$ cat config.mk
export PLATFORM = sky130hd
export DESIGN_NAME = noise_channel_top
export DESIGN_NICKNAME = d
export VERILOG_FILES = /design/src/noise_pkg.sv /design/src/noise_reg_decode.sv /design/src/frame_sequencer.sv /design/src/noise_lfsr_gen.sv /design/src/volume_envelope.sv /design/src/length_counter.sv /design/src/noise_output_stage.sv /design/src/noise_channel_top.sv
export SDC_FILE = /design/constraint.sdc
export NUM_CORES = 1
export LEC_CHECK = 0
export BUFFER_PORTS_ARGS = -buffer_cell sky130_fd_sc_hd__buf_2
export CORE_UTILIZATION = 63
export DETAILED_ROUTE_END_ITERATION = 16
export GPL_TIMING_DRIVEN = 0
export HOLD_SLACK_MARGIN = 0.05
export PLACE_DENSITY = 0.88
export REMOVE_ABC_BUFFERS = 1
export SYNTH_ARGS = -nofsm -noshare
export SYNTH_HDL_FRONTEND = slang
export SYNTH_SLANG_ARGS = --single-unit
$ cat constraint.sdc
create_clock -name clk -period 4.3 [get_ports clk]
set_clock_uncertainty 0.1 [all_clocks]
set_input_delay 0.43 -clock clk [delete_from_list [all_inputs] [get_ports clk]]
set_output_delay 0.43 -clock clk [all_outputs]
set_load 0.05 [all_outputs]
$ cat src/noise_pkg.sv
package noise_pkg;

    ////////////////////
    // Register map
    ////////////////////

    localparam logic [1:0] ADDR_LENGTH   = 2'd0; // Length in bits 5:0
    localparam logic [1:0] ADDR_ENVELOPE = 2'd1; // Vol 7:4, dir 3, sweeps 2:0
    localparam logic [1:0] ADDR_POLY     = 2'd2; // Prescale 7:4, width 3, ratio 2:0
    localparam logic [1:0] ADDR_CONTROL  = 2'd3; // Trigger 7, single 6

    ////////////////////
    // Field widths
    ////////////////////

    localparam integer VOL_W        = 4;  // Volume and level
    localparam integer LEN_W        = 6;  // Length field
    localparam integer LFSR_W       = 15; // Long noise register
    localparam integer LFSR_SHORT_W = 7;  // Short (metallic) mode

    ////////////////////
    // Timing
    ////////////////////

    // clk cycles per frame step, kept small for simulation
    localparam logic [15:0] FRAME_STEP_CLKS = 16'd64;

    localparam integer NOISE_BASE_DIV   = 8;  // Divisor for ratio 0
    localparam integer NOISE_RATIO_MULT = 16; // Divisor per ratio unit
    localparam integer SHIFT_STOP       = 14; // Prescale at or above: LFSR frozen

    ////////////////////
    // Frame-step decode
    ////////////////////

    // Length clock on even steps
    localparam logic [7:0] LENGTH_STEPS = 8'b0101_0101;

    // Envelope clock on the last step
    localparam logic [2:0] ENV_STEP = 3'd7;

endpackage

$ cat src/noise_reg_decode.sv
`timescale 1ns/1ps

module noise_reg_decode (
    input  logic                           clk,
    input  logic                           start,
    input  logic                           wr_en,
    input  logic [1:0]                     wr_addr,
    input  logic [7:0]                     wr_data,
    output logic [noise_pkg::LEN_W-1:0]    length,
    output logic [noise_pkg::VOL_W-1:0]    initial_volume,
    output logic                           env_increasing,
    output logic [2:0]                     env_sweeps,
    output logic [3:0]                     shift_prescale,
    output logic                           short_mode,
    output logic [2:0]                     div_ratio,
    output logic                           single,
    output logic                           trigger,
    output logic                           dac_on
);

    logic ctrl_trig_wr; // Control write with trigger bit set

    assign ctrl_trig_wr = wr_en && (wr_addr == noise_pkg::ADDR_CONTROL) && wr_data[7];

    // Field capture, one register per address
    always_ff @(posedge clk or posedge start) begin
        if (start) begin
            length         <= '0;
            initial_volume <= '0;
            env_increasing <= 1'b0;
            env_sweeps     <= '0;
            shift_prescale <= '0;
            short_mode     <= 1'b0;
            div_ratio      <= '0;
            single         <= 1'b0;
        end else if (wr_en) begin
            case (wr_addr)
                noise_pkg::ADDR_LENGTH: length <= wr_data[noise_pkg::LEN_W-1:0];
                noise_pkg::ADDR_ENVELOPE: begin
                    initial_volume <= wr_data[7:4];
                    env_increasing <= wr_data[3]; // 1 = rising
                    env_sweeps     <= wr_data[2:0];
                end
                noise_pkg::ADDR_POLY: begin
                    shift_prescale <= wr_data[7:4];
                    short_mode     <= wr_data[3]; // 1 = 7-bit LFSR
                    div_ratio      <= wr_data[2:0];
                end
                default: single <= wr_data[6]; // Control register
            endcase
        end
    end

    // Trigger pulse, one cycle after the write
    // A second trigger write during the pulse merges into it
    always_ff @(posedge clk or posedge start) begin
        if (start) begin
            trigger <= 1'b0;
        end else begin
            trigger <= ctrl_trig_wr && !trigger;
        end
    end

    // DAC powered unless envelope is silent and falling
    assign dac_on = (initial_volume != '0) || env_increasing;

    a_trigger_single: assert property (
        @(posedge clk) disable iff (start) trigger |=> !trigger
    );

endmodule

$ cat src/frame_sequencer.sv
`timescale 1ns/1ps

module frame_sequencer (
    input  logic clk,
    input  logic start,
    output logic length_tick,
    output logic env_tick
);

    logic [15:0] prescale_cnt; // clk cycles within the step
    logic [2:0]  step;         // Current frame step, wraps at 8
    logic        step_end;

    assign step_end = (prescale_cnt == noise_pkg::FRAME_STEP_CLKS - 16'd1);

    always_ff @(posedge clk or posedge start) begin
        if (start) begin
            prescale_cnt <= '0;
            step         <= '0;
            length_tick  <= 1'b0;
            env_tick     <= 1'b0;
        end else begin
            prescale_cnt <= step_end ? 16'd0 : prescale_cnt + 16'd1;
            // Ticks decoded from the step just finished
            length_tick  <= step_end && noise_pkg::LENGTH_STEPS[step];
            env_tick     <= step_end && (step == noise_pkg::ENV_STEP);
            if (step_end)
                step <= step + 3'd1; // Free running, no restart
        end
    end

    a_ticks_exclusive: assert property (
        @(posedge clk) disable iff (start) !(length_tick && env_tick)
    );

endmodule

$ cat src/noise_lfsr_gen.sv
`timescale 1ns/1ps

module noise_lfsr_gen (
    input  logic       clk,
    input  logic       start,
    input  logic       trigger,
    input  logic [3:0] shift_prescale,
    input  logic       short_mode,
    input  logic [2:0] div_ratio,
    output logic       noise_bit
);

    logic [6:0]                    divisor;  // Up to 7 * 16
    logic [21:0]                   period;   // divisor << prescale, worst case 22 bits
    logic [21:0]                   timer;    // Cycles left to next step
    logic                          expire;
    logic                          frozen;
    logic                          feedback;
    logic [noise_pkg::LFSR_W-1:0]  lfsr;
    logic [noise_pkg::LFSR_W-1:0]  lfsr_next;

    ////////////////////
    // Step period
    ////////////////////

    assign divisor = (div_ratio == 3'd0) ? 7'(noise_pkg::NOISE_BASE_DIV) :
                     7'(div_ratio * noise_pkg::NOISE_RATIO_MULT);
    assign period  = {15'd0, divisor} << shift_prescale;
    assign expire  = (timer == '0);
    assign frozen  = (shift_prescale >= 4'(noise_pkg::SHIFT_STOP)); // Clock stopped

    ////////////////////
    // Shift register
    ////////////////////

    assign feedback = lfsr[0] ^ lfsr[1];

    always_comb begin
        if (short_mode) // Feedback at bit 6, upper bits dropped
            lfsr_next = {{(noise_pkg::LFSR_W - noise_pkg::LFSR_SHORT_W){1'b0}},
                         feedback, lfsr[noise_pkg::LFSR_SHORT_W-1:1]};
        else
            lfsr_next = {feedback, lfsr[noise_pkg::LFSR_W-1:1]};
    end

    always_ff @(posedge clk or posedge start) begin
        if (start) begin
            timer <= '0;
            lfsr  <= '1;
        end else if (trigger) begin
            timer <= period - 22'd1; // First step one full period out
            lfsr  <= '1;
        end else if (expire) begin
            timer <= period - 22'd1;
            if (!frozen)
                lfsr <= lfsr_next;
        end else begin
            timer <= timer - 22'd1;
        end
    end

    assign noise_bit = ~lfsr[0]; // High output on a 0 bit

    a_lfsr_nonzero: assert property (
        @(posedge clk) disable iff (start) lfsr != '0
    );

endmodule

$ cat src/volume_envelope.sv
`timescale 1ns/1ps

module volume_envelope (
    input  logic                        clk,
    input  logic                        start,
    input  logic                        trigger,
    input  logic                        env_tick,
    input  logic [noise_pkg::VOL_W-1:0] initial_volume,
    input  logic                        env_increasing,
    input  logic [2:0]                  env_sweeps,
    output logic [noise_pkg::VOL_W-1:0] volume
);

    logic [2:0] sweep_cnt; // env_ticks since last change
    logic       sweep_due;
    logic       at_limit;

    assign sweep_due = env_tick && (env_sweeps != 3'd0) &&
                       (sweep_cnt + 3'd1 == env_sweeps);

    // Saturate at full scale or silence
    assign at_limit  = env_increasing ? (volume == '1) : (volume == '0);

    always_ff @(posedge clk or posedge start) begin
        if (start) begin
            volume    <= '0;
            sweep_cnt <= '0;
        end else if (trigger) begin
            volume    <= initial_volume; // Restart from programmed level
            sweep_cnt <= '0;
        end else if (sweep_due) begin
            sweep_cnt <= '0;
            if (!at_limit) begin
                if (env_increasing)
                    volume <= volume + 1'b1;
                else
                    volume <= volume - 1'b1;
            end
        end else if (env_tick && env_sweeps != 3'd0) begin
            sweep_cnt <= sweep_cnt + 3'd1;
        end
        // Sweeps of 0: volume held
    end

endmodule

$ cat src/length_counter.sv
`timescale 1ns/1ps

module length_counter (
    input  logic                        clk,
    input  logic                        start,
    input  logic                        trigger,
    input  logic                        length_tick,
    input  logic [noise_pkg::LEN_W-1:0] length,
    input  logic                        single,
    input  logic                        dac_on,
    output logic                        channel_on
);

    logic [noise_pkg::LEN_W:0] count; // Remaining ticks, up to 64

    always_ff @(posedge clk or posedge start) begin
        if (start) begin
            count      <= '0;
            channel_on <= 1'b0;
        end else if (trigger) begin
            count      <= (1 << noise_pkg::LEN_W) - length; // 64 - length
            channel_on <= dac_on;
        end else if (!dac_on) begin
            channel_on <= 1'b0; // DAC power-down kills the voice
        end else if (length_tick && single && channel_on) begin
            count <= count - 1'b1;
            if (count == 1)
                channel_on <= 1'b0; // Expired
        end
    end

    a_on_needs_trigger: assert property (
        @(posedge clk) disable iff (start) $rose(channel_on) |-> $past(trigger)
    );

endmodule

$ cat src/noise_output_stage.sv
`timescale 1ns/1ps

module noise_output_stage (
    input  logic                        clk,
    input  logic                        start,
    input  logic                        channel_on,
    input  logic                        noise_bit,
    input  logic [noise_pkg::VOL_W-1:0] volume,
    output logic [noise_pkg::VOL_W-1:0] level,
    output logic                        enable
);

    // Registered DAC level, one cycle behind its inputs
    always_ff @(posedge clk or posedge start) begin
        if (start) begin
            level  <= '0;
            enable <= 1'b0;
        end else begin
            level  <= (channel_on && noise_bit) ? volume : '0; // Gate by noise
            enable <= channel_on;
        end
    end

endmodule

$ cat src/noise_channel_top.sv
`timescale 1ns/1ps

module noise_channel_top (
    input  logic                        clk,
    input  logic                        start,
    input  logic                        wr_en,
    input  logic [1:0]                  wr_addr,
    input  logic [7:0]                  wr_data,
    output logic [noise_pkg::VOL_W-1:0] level,
    output logic                        enable
);

    logic [noise_pkg::LEN_W-1:0] length;
    logic [noise_pkg::VOL_W-1:0] initial_volume;
    logic                        env_increasing;
    logic [2:0]                  env_sweeps;
    logic [3:0]                  shift_prescale;
    logic                        short_mode;
    logic [2:0]                  div_ratio;
    logic                        single;
    logic                        trigger;
    logic                        dac_on;
    logic                        length_tick;  // Frame strobes
    logic                        env_tick;
    logic                        noise_bit;
    logic [noise_pkg::VOL_W-1:0] volume;
    logic                        channel_on;

    ////////////////////
    // Decode
    ////////////////////

    noise_reg_decode u_decode (
        .clk(clk), .start(start), .wr_en(wr_en), .wr_addr(wr_addr), .wr_data(wr_data),
        .length(length), .initial_volume(initial_volume),
        .env_increasing(env_increasing), .env_sweeps(env_sweeps),
        .shift_prescale(shift_prescale), .short_mode(short_mode),
        .div_ratio(div_ratio), .single(single), .trigger(trigger), .dac_on(dac_on)
    );

    ////////////////////
    // Execute
    ////////////////////

    frame_sequencer u_frame (
        .clk(clk), .start(start), .length_tick(length_tick), .env_tick(env_tick)
    );

    noise_lfsr_gen u_lfsr (
        .clk(clk), .start(start), .trigger(trigger), .shift_prescale(shift_prescale),
        .short_mode(short_mode), .div_ratio(div_ratio), .noise_bit(noise_bit)
    );

    volume_envelope u_env (
        .clk(clk), .start(start), .trigger(trigger), .env_tick(env_tick),
        .initial_volume(initial_volume), .env_increasing(env_increasing),
        .env_sweeps(env_sweeps), .volume(volume)
    );

    length_counter u_length (
        .clk(clk), .start(start), .trigger(trigger), .length_tick(length_tick),
        .length(length), .single(single), .dac_on(dac_on), .channel_on(channel_on)
    );

    ////////////////////
    // Result
    ////////////////////

    noise_output_stage u_out (
        .clk(clk), .start(start), .channel_on(channel_on), .noise_bit(noise_bit),
        .volume(volume), .level(level), .enable(enable)
    );

endmodule

# Yosys cells after proc, flatten, opt, wreduce, memory -nomap -nowiden
# Memory sizes are Yosys's and may differ from the RTL's.
# Cells that the tools add are included.
dict set report word_totals {
  reg_bits 102
  mem_bits_ro 8
  in_bits 13
  output_inout_bits 5
  elab_cells 106
  n_memories 1
}
dict set report op_classes {
  addsub 9
  magnitude_cmp 2
  eq_ne 12
  shifts 1
  muxes 25
  bitwise_logic 3
  reduce_logical 32
}
# name depth word_bits rd rd_ports_with_merged_regs write_ports line_no
set mem_list {}
lappend mem_list {{(name not given)} 8 1 1 0 0 frame_sequencer.sv:25} ;# length_tick <= step_end && noise_pkg::LENGTH_STEPS[step];
# cell count
set op_table {}
lappend op_table {{two-way mux 15 bit} 4}
lappend op_table {{two-way mux 22 bit} 2}
lappend op_table {{subtractor 22 x 1 -> 22 bit (second input constant)} 2}
lappend op_table {{two-way mux 7 bit} 4}
lappend op_table {{zero test 22 bit} 1}
lappend op_table {{left shift 7 x 4 -> 22 bit} 1}
lappend op_table {{two-way mux 4 bit} 5}
lappend op_table {{adder 16 x 1 -> 16 bit (second input constant)} 1}
lappend op_table {{equality test 16 x 6 -> 1 bit (second input constant)} 1}
lappend op_table {{two-way mux 16 bit} 1}
lappend op_table {{AND reduction 2 bit} 8}
lappend op_table {{logical AND 1 bit} 10}
lappend op_table {{two-way mux 3 bit} 3}
lappend op_table {{nonzero test 2 bit} 4}
lappend op_table {{equality test 7 x 1 -> 1 bit (second input constant)} 1}
lappend op_table {{subtractor 7 x 1 -> 7 bit (second input constant)} 1}
lappend op_table {{subtractor 7 x 6 -> 7 bit (first input constant)} 1}
lappend op_table {{adder 3 x 1 -> 3 bit (second input constant)} 2}
lappend op_table {{two-way mux 1 bit} 6}
lappend op_table {{!= test 3 bit (second input constant)} 2}
lappend op_table {{nonzero test 3 bit} 2}
lappend op_table {{adder 4 x 1 -> 4 bit (second input constant)} 1}
lappend op_table {{equality test 2 bit (second input constant)} 2}
lappend op_table {{equality test 4 bit (second input constant)} 1}
lappend op_table {{other kinds (16)} 18}

# Depth between registers and ports, before layout
dict set report logic_depth {
  ltp_word 6
  mapped_depth 10
  mapped_depth_nobuf 8
}

# Cells and area by module
# A second synthesis with hierarchy kept.
dict set report unflattened {
  cells_unflattened 587
  area_unflattened_um2 5849.4
}
# mod n_inst cells_per_inst area_per_inst_um2 seq_area_each_um2
set by_module_without_submodules {}
lappend by_module_without_submodules {noise_lfsr_gen 1 325 2730.1 944.7}
lappend by_module_without_submodules {frame_sequencer 1 77 937.1 525.5}
lappend by_module_without_submodules {noise_reg_decode 1 56 929.6 600.6}
lappend by_module_without_submodules {length_counter 1 63 551.8 200.2}
lappend by_module_without_submodules {volume_envelope 1 56 546.8 175.2}
lappend by_module_without_submodules {noise_output_stage 1 10 153.9 125.1}

# Least setup slack after synthesis
# OpenSTA, ideal clock, no wires.
dict set report synth_path {
  path_kind {reg2reg}
  start {register u_lfsr.timer[0]}
  end {register u_lfsr.lfsr[10] in the netlist's numbering}
  setup_time_ns 0.082
  arrival_ns 2.600
  required_ns 4.118
  path_slack_ns 1.518
  path_stages_with_launch 10
  path_buffers 2
  period_less_slack_ns 2.782
  path_cell_list {dfrtp_1 > inv_1 > ha_1 > or4b_1 > buf_2 > nor4_4 > nand2_2 > or4_4 > buf_2 > a211o_1}
}
dict set report synth_between {
  elab_chain_cells 3
}
# item line_no
set synth_rtl {}
lappend synth_rtl {{start: declaration} noise_lfsr_gen.sv:15} ;# logic [21:0] timer;
lappend synth_rtl {{start signal: assignment} noise_lfsr_gen.sv:51} ;# timer <= period - 22'd1;
lappend synth_rtl {{start signal: assignment} noise_lfsr_gen.sv:54} ;# timer <= period - 22'd1;
lappend synth_rtl {{start signal: assignment} noise_lfsr_gen.sv:58} ;# timer <= timer - 22'd1;
lappend synth_rtl {{zero test 22 bit} noise_lfsr_gen.sv:29} ;# assign expire = (timer == '0);
lappend synth_rtl {{nonzero test 2 bit (no line)} n/a}
lappend synth_rtl {{AND reduction 2 bit (no line)} n/a}
lappend synth_rtl {{end signal: assignment} noise_lfsr_gen.sv:56} ;# lfsr <= lfsr_next;
lappend synth_rtl {{end: declaration} noise_lfsr_gen.sv:19} ;# logic [noise_pkg::LFSR_W-1:0] lfsr;
# No other way between the ends.
# A chain may end at the register's enable or synchronous reset.

# Worst setup path in the final report
dict set report layout_path {
  start {register u_decode.shift_prescale[1]}
  end {register u_lfsr.timer[20]}
}
dict set report layout_between {
  elab_chain_cells 4
}
# item line_no
set layout_rtl {}
lappend layout_rtl {{start: declaration} noise_reg_decode.sv:13} ;# output logic [3:0] shift_prescale,
lappend layout_rtl {{start signal: assignment} noise_reg_decode.sv:45} ;# shift_prescale <= wr_data[7:4];
lappend layout_rtl {{left shift 7 x 4 -> 22 bit (*)} noise_lfsr_gen.sv:28} ;# assign period = {15'd0, divisor} << shift_prescale;
lappend layout_rtl {{subtractor 22 x 1 -> 22 bit (*)} {noise_lfsr_gen.sv:51, noise_lfsr_gen.sv:54}}
lappend layout_rtl {{two-way mux 22 bit} noise_lfsr_gen.sv:53} ;# end else if (expire) begin
lappend layout_rtl {{two-way mux 22 bit (*)} noise_lfsr_gen.sv:50} ;# end else if (trigger) begin
# Mark *: on every way between the ends. The rest lies on a longest branch, timed or not.

==> results_dict.tcl <==
set metrics [dict create \
    met2WireLength_um 5920 \
    antenna_found_initial 0 \
    r2r_cells 6 \
    cp_slowest_stage_delay_ns 0.88 \
    fmaxAchievable_ghz 0.310 \
    grt-ovfl-total 0 \
    die_h_um 98.0 \
    worstPathMaxFanout 29 \
    initial_core_util 0.659 \
    worst_hold_path.num_cells 3 \
    rows 34 \
    endpoint "u_lfsr.timer[20]" \
    dp_slack_ns 1.16 \
    fp.coreArea_sq_um 8810 \
    layout-drive-gt1-share 0.162 \
    path_common_cell "o211ai_1" \
    post-dp-hpwl_um 8490 \
    globalplace.congestion 0.893 \
    drt-total-wl_um 12500 \
    synth_cells 599 \
    die-area_sq_um 9600 \
    worstSetupStartpoint "u_decode.shift_prescale[1]" \
    ctsResizeCount 0 \
    ir_worst_vdd_mv 0.284 \
    finalPower_mw 2.77 \
    drc 0 \
    maxUsedRoutingLayer "met4" \
    fin_nets 624 \
    wire_per_inst_um 17.5 \
    fin_area_sq_um 6140 \
    drv_cap 0 \
    ant_nets 0 \
    power.density_nw_per_um2 451 \
    crit_chain "or4b_2, o211ai_1, a21oi_1, o211ai_1, a211oi_1, o32a_1" \
    synthArstFlopShare 1.00 \
    cts_buffers 9 \
    drt_iter0_markers 350 \
    fp.dieW_um 98.0 \
    grt_max_degree 79 \
    worst_pin_slew_ns 1.01 \
    cp_slowest_cell "dfrtp_1" \
    setup_slack_ns 1.07 \
    drv_slew 0 \
    hold_viol 0 \
    wl_met3_um 690 \
    clockBufferDepth 2 \
    grt_usage 0.279 \
    synth-edff-count 0 \
    period_needed_ns 3.23 \
    yosys_warnings 0 \
    io_pins 18 \
    cpLargestDelayFamily "compound AO/OA/AOI/OAI gates" \
    synthDistinctLibCells 71 \
    diodes 0 \
    path_clk_slew_ns 0.10 \
    r2r_start "u_decode.shift_prescale[1]" \
    hp-class "primary input to flip-flop" \
    cts_sinks 102 \
    drtPass1Iterations 5 \
    finalSetupViolCount 0 \
    cts_root_buf "clkbuf_8" \
    cts_tree "yes" \
    grt_pass1_wl_um 21200 \
    dr_total_vias 4499 \
    crit_path_end_kind "flip-flop" \
    wirelength_met1_um 5570 \
    place_area_sq_um 5930 \
    synth_area_sq_um 5800 \
    path_buf_inv 0 \
    critical_path_arrival_ns 3.38 \
    grt_pass1_vias 4401 \
    seq_area_frac_synth 0.443 \
    syn_avg_cell_area_sq_um 9.68 \
    io_buffers 17 \
    routed_via_density 6.32 \
    final.setup.tns_ns 0 \
    synth-main-ff-cell "dfrtp_1" \
    fin_crit_sh 0.750 \
    insertion_delay_ns 0.38 \
    rsz0062_at_grt "no" \
    leakage_nw 2.62 \
    critPathKind "flip-flop to flip-flop" \
    r2r_end "u_lfsr.timer[20]" \
    h-tree-depth 3 \
    worstPathRequired_ns 4.45 \
    fillCellCount 628 \
    path_depth 6 \
    critPathLaunchType "flip-flop" \
    area_delta_synth_final_pct 5.91 \
    synth-seq-cells 102 \
    slew_headroom 0.327 \
    reg2reg_slack_ns 1.07 \
    status "completed" \
]
-- metal layers --
metal  vias up  track usage
met1      2191        0.385
met5         -            0
met4         0       0.0991
met3        22       0.0558
li1       2131            -
met2       155        0.441
-- per-stage QoR --
step / hold WS [ns] / utilization / instances
after CTS: 0.226 / 0.697 / 712
after floorplan: 0.288 / - / 569
after global placement: 0.334 / 0.669 / 694
after detailed placement: 0.326 / 0.673 / 695
final: 0.243 / 0.698 / 712
after global routing: 0.232 / 0.698 / 712
-- state kept, by name, summed over array words and instances, names as in the netlist, 3 cells and up --
name                     cells
u_decode.shift_prescale      4
u_frame.prescale_cnt        16
u_decode.div_ratio           3
u_out.level                  4
u_lfsr.lfsr                 15
u_frame.step                 3
u_env.sweep_cnt              3
u_length.count               7
u_lfsr.timer                22
u_decode.length              6
u_decode.initial_volume      4
u_decode.env_sweeps          3
u_env.volume                 4
-- power breakdown --
group          internal, mW  total [mW]  switching, mW
Sequential             1.14        1.39          0.251
Combinational         0.351       0.783          0.432
Clock                 0.229       0.599          0.370
-- worst min path at each step --
| stage | from | end |
|---|---|---|
| 2_1_floorplan | u_length.channel_on | u_out.enable |
| 3_3_place_gp | u_length.channel_on | u_out.enable |
| 3_5_place_dp | start | u_lfsr.timer[11] |
| 4_1_cts | wr_data[0] | u_decode.length[0] |
| 5_1_grt | wr_data[3] | u_decode.length[3] |
| 6_report | wr_data[0] | u_decode.length[0] |
-- layout make-up --
type,instances,area (sq um),share of cell area
tap,108,135,0.0220
sequential,102,2570,0.419
timing repair buffer,19,123,0.0200
multi-input combinational,447,3030,0.494
clock inverter,7,77.6,0.0126
inverter,20,77.6,0.0126
clock buffer,9,124,0.0202
-- cell usage after synthesis (3+ instances only) --
library cell  instances  area [sq um]
clkbuf_1             22          82.6
nand4_1               3          18.8
and2_1                8          50.1
o22ai_1               3          18.8
buf_1                 4          15.0
o31ai_1               5          37.5
nand2_1              49           184
o211ai_1              8          60.1
dfrtp_1              87          2180
inv_1                19          71.3
nor2_1               63           236
nand3_1              20           100
a31oi_1               7          43.8
o21ai_0              29           145
nor3b_1               3          22.5
and3_1                7          43.8
nand2b_1              4          25.0
or2_2                 6          37.5
a21oi_1              22           110
nor3b_2               7          87.6
or4_1                10          75.1
or3_1                 8          50.1
dfstp_2              15           394
ha_1                 11           138
mux2_2               24           270
xor2_1               21           184
a211o_1              16           140
nor2b_1               6          37.5
xnor2_1              35           307
nand3b_1              9          67.6
mux2i_1               5          50.1
nor4_1                9          56.3
nor3_1               11          55.1
-- cells by family after synthesis --
logic type,count (synthesis),synth area share
and+or+nand+nor,234,0.218
AOI/OAI and AO/OA,115,0.133
DFF,102,0.443
xor gates and xnor gates,57,0.0884
buffers and inverters,50,0.0347
muxes,29,0.0552
adders and majority gates,12,0.0272
-- timing repair --
item	4_1_cts	5_1_grt
hold buffers	1	0
buffers inserted	0	0
endpoints found under the hold margin	16	0
-- worst reg2reg max path, stage by stage (launching register included) --
cell and delay, ns:
dfrtp_1 0.88, or4b_2 0.69, o211ai_1 0.34, a21oi_1 0.16, o211ai_1 0.47, a211oi_1 0.10
o32a_1 0.38
-- layout by cell type, fill, tap and decap left out, types with 6 or more instances in the layout --
cell and instances:
or4_1 10, ha_1 11, nand3b_1 9, nand2_1 49
xnor2_1 35, dfstp_2 15, nor3_1 11, or3_1 8
a211o_1 16, and3_1 7, clkbuf_8 9, a31oi_1 6
a21oi_1 22, buf_2 17, or2_2 6, inv_1 18
nor3b_2 7, nor2_1 63, nand3_1 20, mux2_2 24
o211ai_1 8, xor2_1 21, nor2b_1 6, nor4_1 9
o21ai_0 29, and2_1 8, dfrtp_1 86
Power figures use the tool's default switching activity.
